`src/verilog/dmaPkg.sv`:
```
package dmaPkg;

  // start timing, bits 13:12 of the control word
  typedef enum logic [1:0] {
    Immediate = 2'b00,
    VBlank    = 2'b01,
    HBlank    = 2'b10,
    Special   = 2'b11
  } startMode;

  // address step modes for source and destination
  typedef enum logic [1:0] {
    Increment = 2'b00,
    Decrement = 2'b01,
    Fixed     = 2'b10,
    IncReload = 2'b11 // dest only: reload start address on repeat
  } addrMode;

  typedef enum logic [2:0] {
    Off      = 3'd0,
    Idle     = 3'd1,
    Queued   = 3'd2,
    Read     = 3'd3,
    ReadWait = 3'd4,
    Write    = 3'd5
  } chanState;

  // control word field positions
  localparam int DstModeLo    = 5;
  localparam int DstModeHi    = 6;
  localparam int SrcModeLo    = 7;
  localparam int SrcModeHi    = 8;
  localparam int RepeatBit    = 9;
  localparam int WordSizeBit  = 10;
  localparam int StartModeLo  = 12;
  localparam int StartModeHi  = 13;
  localparam int IrqEnableBit = 14;
  localparam int EnableBit    = 15;

  localparam logic [15:0] HBlankLine = 16'd240; // hcount
  localparam logic [15:0] VBlankLine = 16'd160; // vcount

endpackage
```
`src/verilog/dmaTop.sv`:
```
`timescale 1ns/1ps

module dmaTop #(
  parameter int                     NumChannels = 4,
  parameter logic [NumChannels-1:0] SoundMask   = 4'b0110,
  parameter int                     BusCredits  = 2
) (
  input  logic                         clk,
  input  logic                         rst_b,
  input  logic [NumChannels-1:0][31:0] chanSrcAddr,
  input  logic [NumChannels-1:0][31:0] chanDstAddr,
  input  logic [NumChannels-1:0][13:0] chanCount,
  input  logic [NumChannels-1:0][15:0] chanControl,
  input  logic [15:0]                  hcount,
  input  logic [15:0]                  vcount,
  input  logic                         soundReq,
  output logic                         reqValid,
  output logic                         reqWrite,
  output logic [31:0]                  reqAddr,
  output logic [31:0]                  reqWdata,
  output logic [1:0]                   reqSize,
  input  logic                         creditReturn,
  input  logic                         rdValid,
  input  logic [31:0]                  rdData,
  output logic [NumChannels-1:0]       irq,
  output logic [NumChannels-1:0]       enableClear,
  output logic                         busy
);

  logic [NumChannels-1:0]       pending;
  logic [NumChannels-1:0]       lock;
  logic [NumChannels-1:0]       grant;
  logic [NumChannels-1:0]       canIssue;
  logic [NumChannels-1:0]       active;
  logic [NumChannels-1:0]       chReqValid;
  logic [NumChannels-1:0]       chReqWrite;
  logic [NumChannels-1:0][31:0] chReqAddr;
  logic [NumChannels-1:0][31:0] chReqWdata;
  logic [NumChannels-1:0][1:0]  chReqSize;

  for (genvar i = 0; i < NumChannels; i++) begin : chan
    dmaChannel #(.SoundCapable(SoundMask[i])) channel (
      .clk, .rst_b,
      .srcAddr(chanSrcAddr[i]), .dstAddr(chanDstAddr[i]),
      .count(chanCount[i]), .control(chanControl[i]),
      .hcount, .vcount, .soundReq,
      .grant(grant[i]), .canIssue(canIssue[i]), .rdValid, .rdData,
      .pending(pending[i]), .lock(lock[i]),
      .chReqValid(chReqValid[i]), .chReqWrite(chReqWrite[i]),
      .chReqAddr(chReqAddr[i]), .chReqWdata(chReqWdata[i]), .chReqSize(chReqSize[i]),
      .irq(irq[i]), .enableClear(enableClear[i]), .active(active[i])
    );
  end

  dmaBusArbiter #(.NumChannels(NumChannels), .BusCredits(BusCredits)) arbiter (
    .clk, .rst_b, .pending, .lock, .chReqValid, .chReqWrite, .chReqAddr,
    .chReqWdata, .chReqSize, .creditReturn, .grant, .canIssue,
    .reqValid, .reqWrite, .reqAddr, .reqWdata, .reqSize
  );

  assign busy = |active;

endmodule

```
`src/verilog/dmaBusArbiter.sv`:
```
`timescale 1ns/1ps

module dmaBusArbiter #(
  parameter int NumChannels = 4,
  parameter int BusCredits  = 2
) (
  input  logic                         clk,
  input  logic                         rst_b,
  input  logic [NumChannels-1:0]       pending,
  input  logic [NumChannels-1:0]       lock,
  input  logic [NumChannels-1:0]       chReqValid,
  input  logic [NumChannels-1:0]       chReqWrite,
  input  logic [NumChannels-1:0][31:0] chReqAddr,
  input  logic [NumChannels-1:0][31:0] chReqWdata,
  input  logic [NumChannels-1:0][1:0]  chReqSize,
  input  logic                         creditReturn,
  output logic [NumChannels-1:0]       grant,
  output logic [NumChannels-1:0]       canIssue,
  output logic                         reqValid,
  output logic                         reqWrite,
  output logic [31:0]                  reqAddr,
  output logic [31:0]                  reqWdata,
  output logic [1:0]                   reqSize
);

  localparam int CreditBits = $clog2(BusCredits + 1);

  logic [CreditBits-1:0]  credits;
  logic [NumChannels-1:0] cand;
  logic [NumChannels-1:0] pick;
  logic                   hold;
  logic                   creditOk;

  // the granted channel is still a candidate in its write cycle,
  // so it keeps the bus unless a lower-numbered channel is waiting
  assign cand = pending | (grant & {NumChannels{reqValid && reqWrite}});
  assign pick = cand & (~cand + 1'b1); // lowest set bit wins
  assign hold = (|lock) || (|(grant & pending));

  always_ff @(posedge clk or negedge rst_b) begin
    if (!rst_b) grant <= '0;
    else if (!hold) grant <= pick;
  end

  assign creditOk = (credits != '0) || creditReturn;
  assign canIssue = grant & {NumChannels{creditOk}};

  always_comb begin
    reqValid = 1'b0;
    reqWrite = 1'b0;
    reqAddr  = '0;
    reqWdata = '0;
    reqSize  = '0;
    for (int i = 0; i < NumChannels; i++) begin
      if (grant[i]) begin
        reqValid = chReqValid[i];
        reqWrite = chReqWrite[i];
        reqAddr  = chReqAddr[i];
        reqWdata = chReqWdata[i];
        reqSize  = chReqSize[i];
      end
    end
  end

  always_ff @(posedge clk or negedge rst_b) begin
    if (!rst_b) credits <= CreditBits'(BusCredits);
    else credits <= credits - CreditBits'(reqValid) + CreditBits'(creditReturn);
  end

endmodule

```
`src/verilog/dmaChannel.sv`:
```
`timescale 1ns/1ps

module dmaChannel import dmaPkg::*; #(
  parameter bit SoundCapable = 1'b0
) (
  input  logic        clk,
  input  logic        rst_b,
  input  logic [31:0] srcAddr,
  input  logic [31:0] dstAddr,
  input  logic [13:0] count,
  input  logic [15:0] control,
  input  logic [15:0] hcount,
  input  logic [15:0] vcount,
  input  logic        soundReq,
  input  logic        grant,
  input  logic        canIssue,
  input  logic        rdValid,
  input  logic [31:0] rdData,
  output logic        pending,
  output logic        lock,
  output logic        chReqValid,
  output logic        chReqWrite,
  output logic [31:0] chReqAddr,
  output logic [31:0] chReqWdata,
  output logic [1:0]  chReqSize,
  output logic        irq,
  output logic        enableClear,
  output logic        active
);

  startMode mode;
  addrMode  srcMode;
  addrMode  dstMode;
  chanState state;
  logic enable;
  logic repeatMode;
  logic irqEnable;
  logic wordSize;
  logic soundFifo;
  logic start;
  logic load;
  logic reload;
  logic issueRead;
  logic issueWrite;
  logic latchData;
  logic stepSrc;
  logic stepDst;
  logic lastUnit;

  assign mode       = startMode'(control[StartModeHi:StartModeLo]);
  assign srcMode    = addrMode'(control[SrcModeHi:SrcModeLo]);
  assign dstMode    = addrMode'(control[DstModeHi:DstModeLo]);
  assign enable     = control[EnableBit];
  assign irqEnable  = control[IrqEnableBit];
  assign wordSize   = control[WordSizeBit];
  assign soundFifo  = SoundCapable && (mode == Special);
  assign repeatMode = control[RepeatBit] || soundFifo; // sound feed keeps its enable

  assign chReqValid = issueRead || issueWrite;
  assign chReqWrite = issueWrite;
  assign active     = (state != Off) && (state != Idle);

  dmaStart #(.SoundCapable(SoundCapable)) startGen (
    .clk, .rst_b, .mode, .hcount, .vcount, .soundReq,
    .armed(state != Off),
    .start
  );

  dmaFsm fsm (
    .clk, .rst_b, .enable, .repeatMode, .irqEnable, .start, .canIssue,
    .granted(grant), .rdValid, .lastUnit, .state, .load, .issueRead, .issueWrite,
    .latchData, .stepSrc, .stepDst, .reload, .pending, .lock, .irq, .enableClear
  );

  dmaDatapath #(.SoundCapable(SoundCapable)) datapath (
    .clk, .rst_b, .srcAddr, .dstAddr, .count, .srcMode, .dstMode, .mode, .wordSize,
    .load, .reload, .stepSrc, .stepDst, .latchData, .issueWrite, .rdData,
    .reqAddr(chReqAddr), .reqWdata(chReqWdata), .reqSize(chReqSize), .lastUnit
  );

endmodule

```
`src/verilog/dmaDatapath.sv`:
```
`timescale 1ns/1ps

module dmaDatapath import dmaPkg::*; #(
  parameter bit SoundCapable = 1'b0
) (
  input  logic        clk,
  input  logic        rst_b,
  input  logic [31:0] srcAddr,
  input  logic [31:0] dstAddr,
  input  logic [13:0] count,
  input  addrMode     srcMode,
  input  addrMode     dstMode,
  input  startMode    mode,
  input  logic        wordSize,
  input  logic        load,
  input  logic        reload,
  input  logic        stepSrc,
  input  logic        stepDst,
  input  logic        latchData,
  input  logic        issueWrite,
  input  logic [31:0] rdData,
  output logic [31:0] reqAddr,
  output logic [31:0] reqWdata,
  output logic [1:0]  reqSize,
  output logic        lastUnit
);

  logic        soundFifo;
  addrMode     dstModeEff;
  logic        wordEff;
  logic [31:0] stepSize;
  logic [14:0] unitsInit;
  logic [14:0] unitsLeft;
  logic [31:0] srcReg;
  logic [31:0] dstReg;
  logic [31:0] dataReg;

  function automatic logic [31:0] stepAddr(input logic [31:0] addr, input addrMode m,
                                           input logic [31:0] delta);
    case (m)
      Decrement: stepAddr = addr - delta;
      Fixed:     stepAddr = addr;
      default:   stepAddr = addr + delta; // Increment, IncReload
    endcase
  endfunction

  // sound FIFO feed: fixed dest, 4 words per request
  assign soundFifo  = SoundCapable && (mode == Special);
  assign dstModeEff = soundFifo ? Fixed : dstMode;
  assign wordEff    = soundFifo || wordSize;
  assign stepSize   = wordEff ? 32'd4 : 32'd2;

  always_comb begin
    if (soundFifo) unitsInit = 15'd4;
    else if (count == 14'd0) unitsInit = 15'd16384; // zero means max
    else unitsInit = {1'b0, count};
  end

  assign lastUnit = (unitsLeft == 15'd1);

  always_ff @(posedge clk or negedge rst_b) begin
    if (!rst_b) unitsLeft <= '0;
    else if (load || reload) unitsLeft <= unitsInit;
    else if (issueWrite) unitsLeft <= unitsLeft - 15'd1;
  end

  always_ff @(posedge clk) begin
    if (load) srcReg <= srcAddr;
    else if (stepSrc) srcReg <= stepAddr(srcReg, srcMode, stepSize);

    if (load || (reload && dstModeEff == IncReload)) dstReg <= dstAddr;
    else if (stepDst) dstReg <= stepAddr(dstReg, dstModeEff, stepSize);

    if (latchData) begin
      if (wordEff) dataReg <= rdData;
      else dataReg <= {16'h0000, srcReg[1] ? rdData[31:16] : rdData[15:0]};
    end
  end

  // halfword goes out on the lane of its destination
  always_comb begin
    if (wordEff) reqWdata = dataReg;
    else if (dstReg[1]) reqWdata = {dataReg[15:0], 16'h0000};
    else reqWdata = {16'h0000, dataReg[15:0]};
  end

  assign reqAddr = issueWrite ? dstReg : srcReg;
  assign reqSize = wordEff ? 2'b10 : 2'b01;

endmodule

```
`src/verilog/dmaFsm.sv`:
```
`timescale 1ns/1ps

module dmaFsm import dmaPkg::*; (
  input  logic     clk,
  input  logic     rst_b,
  input  logic     enable,
  input  logic     repeatMode,
  input  logic     irqEnable,
  input  logic     start,
  input  logic     canIssue,
  input  logic     granted,
  input  logic     rdValid,
  input  logic     lastUnit,
  output chanState state,
  output logic     load,
  output logic     issueRead,
  output logic     issueWrite,
  output logic     latchData,
  output logic     stepSrc,
  output logic     stepDst,
  output logic     reload,
  output logic     pending,
  output logic     lock,
  output logic     irq,
  output logic     enableClear
);

  chanState next;
  logic enableQ;

  always_ff @(posedge clk or negedge rst_b) begin
    if (!rst_b) begin
      state   <= Off;
      enableQ <= 1'b0;
    end else begin
      state   <= next;
      enableQ <= enable;
    end
  end

  always_comb begin
    next        = state;
    load        = 1'b0;
    issueRead   = 1'b0;
    issueWrite  = 1'b0;
    latchData   = 1'b0;
    stepSrc     = 1'b0;
    stepDst     = 1'b0;
    reload      = 1'b0;
    pending     = 1'b0;
    lock        = 1'b0;
    irq         = 1'b0;
    enableClear = 1'b0;
    case (state)
      Off: begin
        if (enable && !enableQ) begin // rising edge of enable
          load = 1'b1;
          next = Idle;
        end
      end
      Idle: begin
        if (!enable) next = Off;
        else if (start) next = Queued;
      end
      Queued: begin
        pending = 1'b1;
        if (!enable) next = Off;
        else if (granted) next = Read;
      end
      Read: begin
        lock = 1'b1;
        if (canIssue) begin
          issueRead = 1'b1;
          next      = ReadWait;
        end
      end
      ReadWait: begin
        lock = 1'b1;
        if (rdValid) begin
          latchData = 1'b1;
          stepSrc   = 1'b1; // source address no longer needed for lane select
          next      = Write;
        end
      end
      Write: begin
        if (canIssue) begin
          // unit boundary, the arbiter may hand the bus to a higher channel here
          issueWrite = 1'b1;
          stepDst    = 1'b1;
          if (lastUnit) begin
            irq = irqEnable;
            if (repeatMode) begin
              reload = 1'b1;
              next   = Idle;
            end else begin
              enableClear = 1'b1;
              next        = Off;
            end
          end else if (!enable) begin
            next = Off;
          end else begin
            next = Queued; // back to Read next cycle if the grant stays
          end
        end else begin
          lock = 1'b1;
        end
      end
      default: next = Off;
    endcase
  end

endmodule

```
`src/verilog/dmaStart.sv`:
```
`timescale 1ns/1ps

module dmaStart import dmaPkg::*; #(
  parameter bit SoundCapable = 1'b0
) (
  input  logic        clk,
  input  logic        rst_b,
  input  startMode    mode,
  input  logic [15:0] hcount,
  input  logic [15:0] vcount,
  input  logic        soundReq,
  input  logic        armed,
  output logic        start
);

  logic cond;
  logic condQ;

  // level condition, the pulse comes from its rising edge
  always_comb begin
    cond = 1'b0;
    if (armed) begin
      case (mode)
        Immediate: cond = 1'b1; // rises once when the channel loads
        VBlank:    cond = (vcount == VBlankLine);
        HBlank:    cond = (hcount == HBlankLine);
        Special:   cond = SoundCapable && soundReq; // no video capture
        default:   cond = 1'b0;
      endcase
    end
  end

  always_ff @(posedge clk or negedge rst_b) begin
    if (!rst_b) begin
      condQ <= 1'b0;
      start <= 1'b0;
    end else begin
      condQ <= cond;
      start <= cond && !condQ;
    end
  end

endmodule

```
`config.mk`:
```
export PLATFORM = sky130hd
export DESIGN_NAME = dmaTop
export DESIGN_NICKNAME = d
export VERILOG_FILES = /design/src/verilog/dmaPkg.sv /design/src/verilog/dmaTop.sv /design/src/verilog/dmaBusArbiter.sv /design/src/verilog/dmaChannel.sv /design/src/verilog/dmaDatapath.sv /design/src/verilog/dmaFsm.sv /design/src/verilog/dmaStart.sv
export SDC_FILE = /design/constraint.sdc
export NUM_CORES = 2
export LEC_CHECK = 0
export BUFFER_PORTS_ARGS = -buffer_cell sky130_fd_sc_hd__buf_4
export CORE_MARGIN = 3
export CORE_UTILIZATION = 35
export DETAILED_ROUTE_END_ITERATION = 7
export GPL_TIMING_DRIVEN = 0
export PLACE_DENSITY = 0.59
export SLEW_MARGIN = 40
export SYNTH_ARGS = -nofsm -noshare
export SYNTH_HDL_FRONTEND = slang
export SYNTH_SLANG_ARGS = --single-unit
export TNS_END_PERCENT = 10
```
`constraint.sdc`:
```
create_clock -name clk -period 6.34 [get_ports clk]
set_input_delay 1.902 -clock clk [delete_from_list [all_inputs] [get_ports clk]]
set_output_delay 1.902 -clock clk [all_outputs]
set_load 0.1 [all_outputs]
```
==> results.ini <==
[outcome]
status=complete, but fails checks
violations=negative setup slack

[global_route]
grt_overflow_total=0
grt_max_degree=61
grt_pass1_vias=35740
antenna_found_initial=15
grt_usage_pct=27.40
grt_pass1_wl_um=230100

[floorplan]
boundaryPins=522
rows=118
die_w_um=331.6
core_area_um2=104400
dieArea_um2=110000
die_y_um=331.6
initial_core_util_pct=35.55

[yosys]
syn_inst=4358
synth_edf_count=384
synth-seq-cells=474
synth_top_area_share_pct=31.08
netlist_area_um2=37110
synth-async-reset-ratio_pct=18.99
synth_largest_area_cell=edfxtp_1
ys_warn_count=0
yosys_most_used_dff=edfxtp_1
yosysSeqAreaShare_pct=37.15
avgSynthCellArea_um2=8.515
synth_area_leaders=edfxtp_1 (31%), ha_1 (6.8%), nand2_1 (6.5%)
synth_cell_types=98
synth_nets=5005

[worst_setup_path]
crit_path_top_delay_cell=a21oi_1
crit_type=in2out
cp_cell_sequence=buf_4 > or3_4 > nand3_2 > or2_2 > nand2_1 > a21oi_1 > a2111oi_4 > a31oi_1 > nor2_1 > a31oi_2 > buf_6
critical_path_required_ps=4440
critPathMaxFanout=5
cp-start-kind=input pin
critPathBufInv=2
cp_slowest_stage_delay_ps=490
end_kind=output pin
cp_data_arrival_time_ps=4520
critical_path.top_delay_family=compound AO/OA/AOI/OAI gates

[timing]
fmax_mhz=155.7
hold_violations=0
slew_headroom_pct=37.53
setup_viol=9
tightest_slew_ps=937.1
slew_violations=0
rsz0062_at_grt=true
fin_skew_ps=19.69
timing.final.ws_setup_ps=-82.97
fin_crit_sh_pct=101.3
min_period_ps=6423
whs_ps=398.0

[clock_network]
cts_max_level=3
ctsLongestPathBuffers=3
cts-buffers-inserted=66
clock_latency_ps=630
path_clk_slew_ps=60
cts_tree=yes
clock-sinks=474
clockRootBuffer=clkbuf_16

[place]
routabilityCongestion=0.9774
dp_hpwl_um=125600
placed_area_um2=43430
portBuffers=497

[job]
cap_violations=0

[detailed_routing]
drtIter0Drc=3784
wl_per_cell_um=24.71
drt_wl_total_um=158300
antenna_left=0
drc=0
vias=37360
dr.pass1.iters=8
vias_per_cell=5.834

[final_layout]
finalInstanceArea_um2=47050
syn_to_final_growth_pct=26.78
fillers=10340
drive_gt1_share_pct=19.49
layout_commonest_cell=nand2_1
post-route-util_pct=45.07
layout_common_cells=nand2_1 (638), buf_4 (494), edfxtp_1 (384), nor2_1 (301), a21oi_1 (301)
fin_nets=5614

[power_and_ir_drop]
power.total_w=0.01729
leakagePower_nw=18.44
p_per_area_nw_per_um2=367.6
ir_drop_mv=0.3785

[hold_path]
hp-class=reg2reg

timing repair:
action | in CTS | in global routing
endpoints found under the setup margin | 73 | 58
endpoints found under the hold margin | 0 | 0
cloned | 1 | 0
hold buffers | 0 | 0
gates resized for setup | 196 | 83
buffers inserted | 4 | 5
pin swaps | 6 | 11
layer usage:
layer / global-route usage (%) / routed length, um
met5: 0 / 92
met4: 9.874 / 6174
met2: 45.03 / 73350
met3: 5.015 / 13480
met1: 35.99 / 65170
cell usage after synthesis (36+ instances only):
| library cell | instances |
|---|---|
| nand2_1 | 639 |
| edfxtp_1 | 384 |
| a21oi_1 | 329 |
| nor2_1 | 320 |
| clkbuf_1 | 221 |
| ha_1 | 202 |
| o21ai_1 | 198 |
| o21ai_0 | 173 |
| xnor2_1 | 136 |
| nand3_1 | 127 |
| a31oi_1 | 115 |
| xor2_1 | 104 |
| nor3_1 | 91 |
| dfrtp_1 | 89 |
| and3_1 | 84 |
| a21o_1 | 82 |
| and2_1 | 81 |
| inv_1 | 79 |
| mux2_2 | 68 |
| nor2b_1 | 61 |
| nor4_1 | 59 |
| o21a_1 | 50 |
| nand2b_1 | 45 |
| nand4_1 | 44 |
| a2111oi_0 | 41 |
| a22oi_1 | 36 |
| o22ai_1 | 36 |
metrics by stage:
stage          std cells  worst slack (ps)  TNS, ps
6_report            6404            -82.97   -351.9
2_1_floorplan       4358            -524.6   -15980
5_1_grt             6399            -97.49   -991.2
4_1_cts             6393            -91.85   -988.0
3_5_place_dp        6272             -1650   -61260
3_3_place_gp        6235             -3701  -536250
report_power, final:
part | switching (W) | internal, W | total (W) | leakage (nW)
clock | 0.00158 | 0.00231 | 0.00389 | 1.07
sequential | 0.000475 | 0.00425 | 0.00473 | 4.63
combinational | 0.00584 | 0.00284 | 0.00867 | 12.7
total | 0.00789 | 0.00940 | 0.0173 | 18.4
sequential cells by signal, summed over array words and instances, names as in the netlist:
register,cells
arbiter.credits,2
arbiter.grant,4
chan.channel.datapath.dataReg,128
chan.channel.datapath.dstReg,128
chan.channel.datapath.srcReg,128
chan.channel.datapath.unitsLeft,60
chan.channel.fsm.enableQ,4
chan.channel.fsm.state,12
chan.channel.startGen.condQ,4
chan.channel.startGen.start,4
cell families (layout without fill, tap and decap cells):
kind of cell             count (synthesis)  count (layout)  synth area share [%]
buffers and inverters                  351            1009                 3.723
other                                    0               7                     0
flip-flops                             474             474                 37.15
XOR/XNOR                               240             240                 5.665
AND/OR/NAND/NOR                       1681            1682                 21.56
multiplexers                            92              92                 2.714
AO/OA/AOI/OAI                         1318            1318                 22.38
adder cells (fa/ha/maj)                202             202                 6.811
worst paths after layout:
path | start | endpoint | slack [ps] | cells past startpoint
max | creditReturn | reqAddr[4] | -80 | 11
min | chan[2].channel.startGen.condQ | chan[2].channel.startGen.start | 400 | 1
max reg2reg | chan[2].channel.datapath.dstReg[1] | chan[2].channel.datapath.dstReg[28] | 1930 | 14
min reg2reg | chan[2].channel.startGen.condQ | chan[2].channel.startGen.start | 400 | 1
max in group asynchronous | rst_b | arbiter.credits[1] | 4410 | 2
min in group asynchronous | rst_b | chan[0].channel.datapath.unitsLeft[0] | 1190 | 1
area by class of cell:
type	count	area [um^2]	share of cell area [%]
diodes	7	17.52	0.03723
flip-flops and latches	474	13780	29.30
multi-input cells	3534	23450	49.85
clock buffers	85	1774	3.771
well taps	1380	1727	3.670
plain buffers	263	1151	2.447
clock inverters	33	414.1	0.8803
inverters	85	320.3	0.6809
repair buffers	543	4404	9.362
Note: power is estimated with default switching activity, not from simulation.
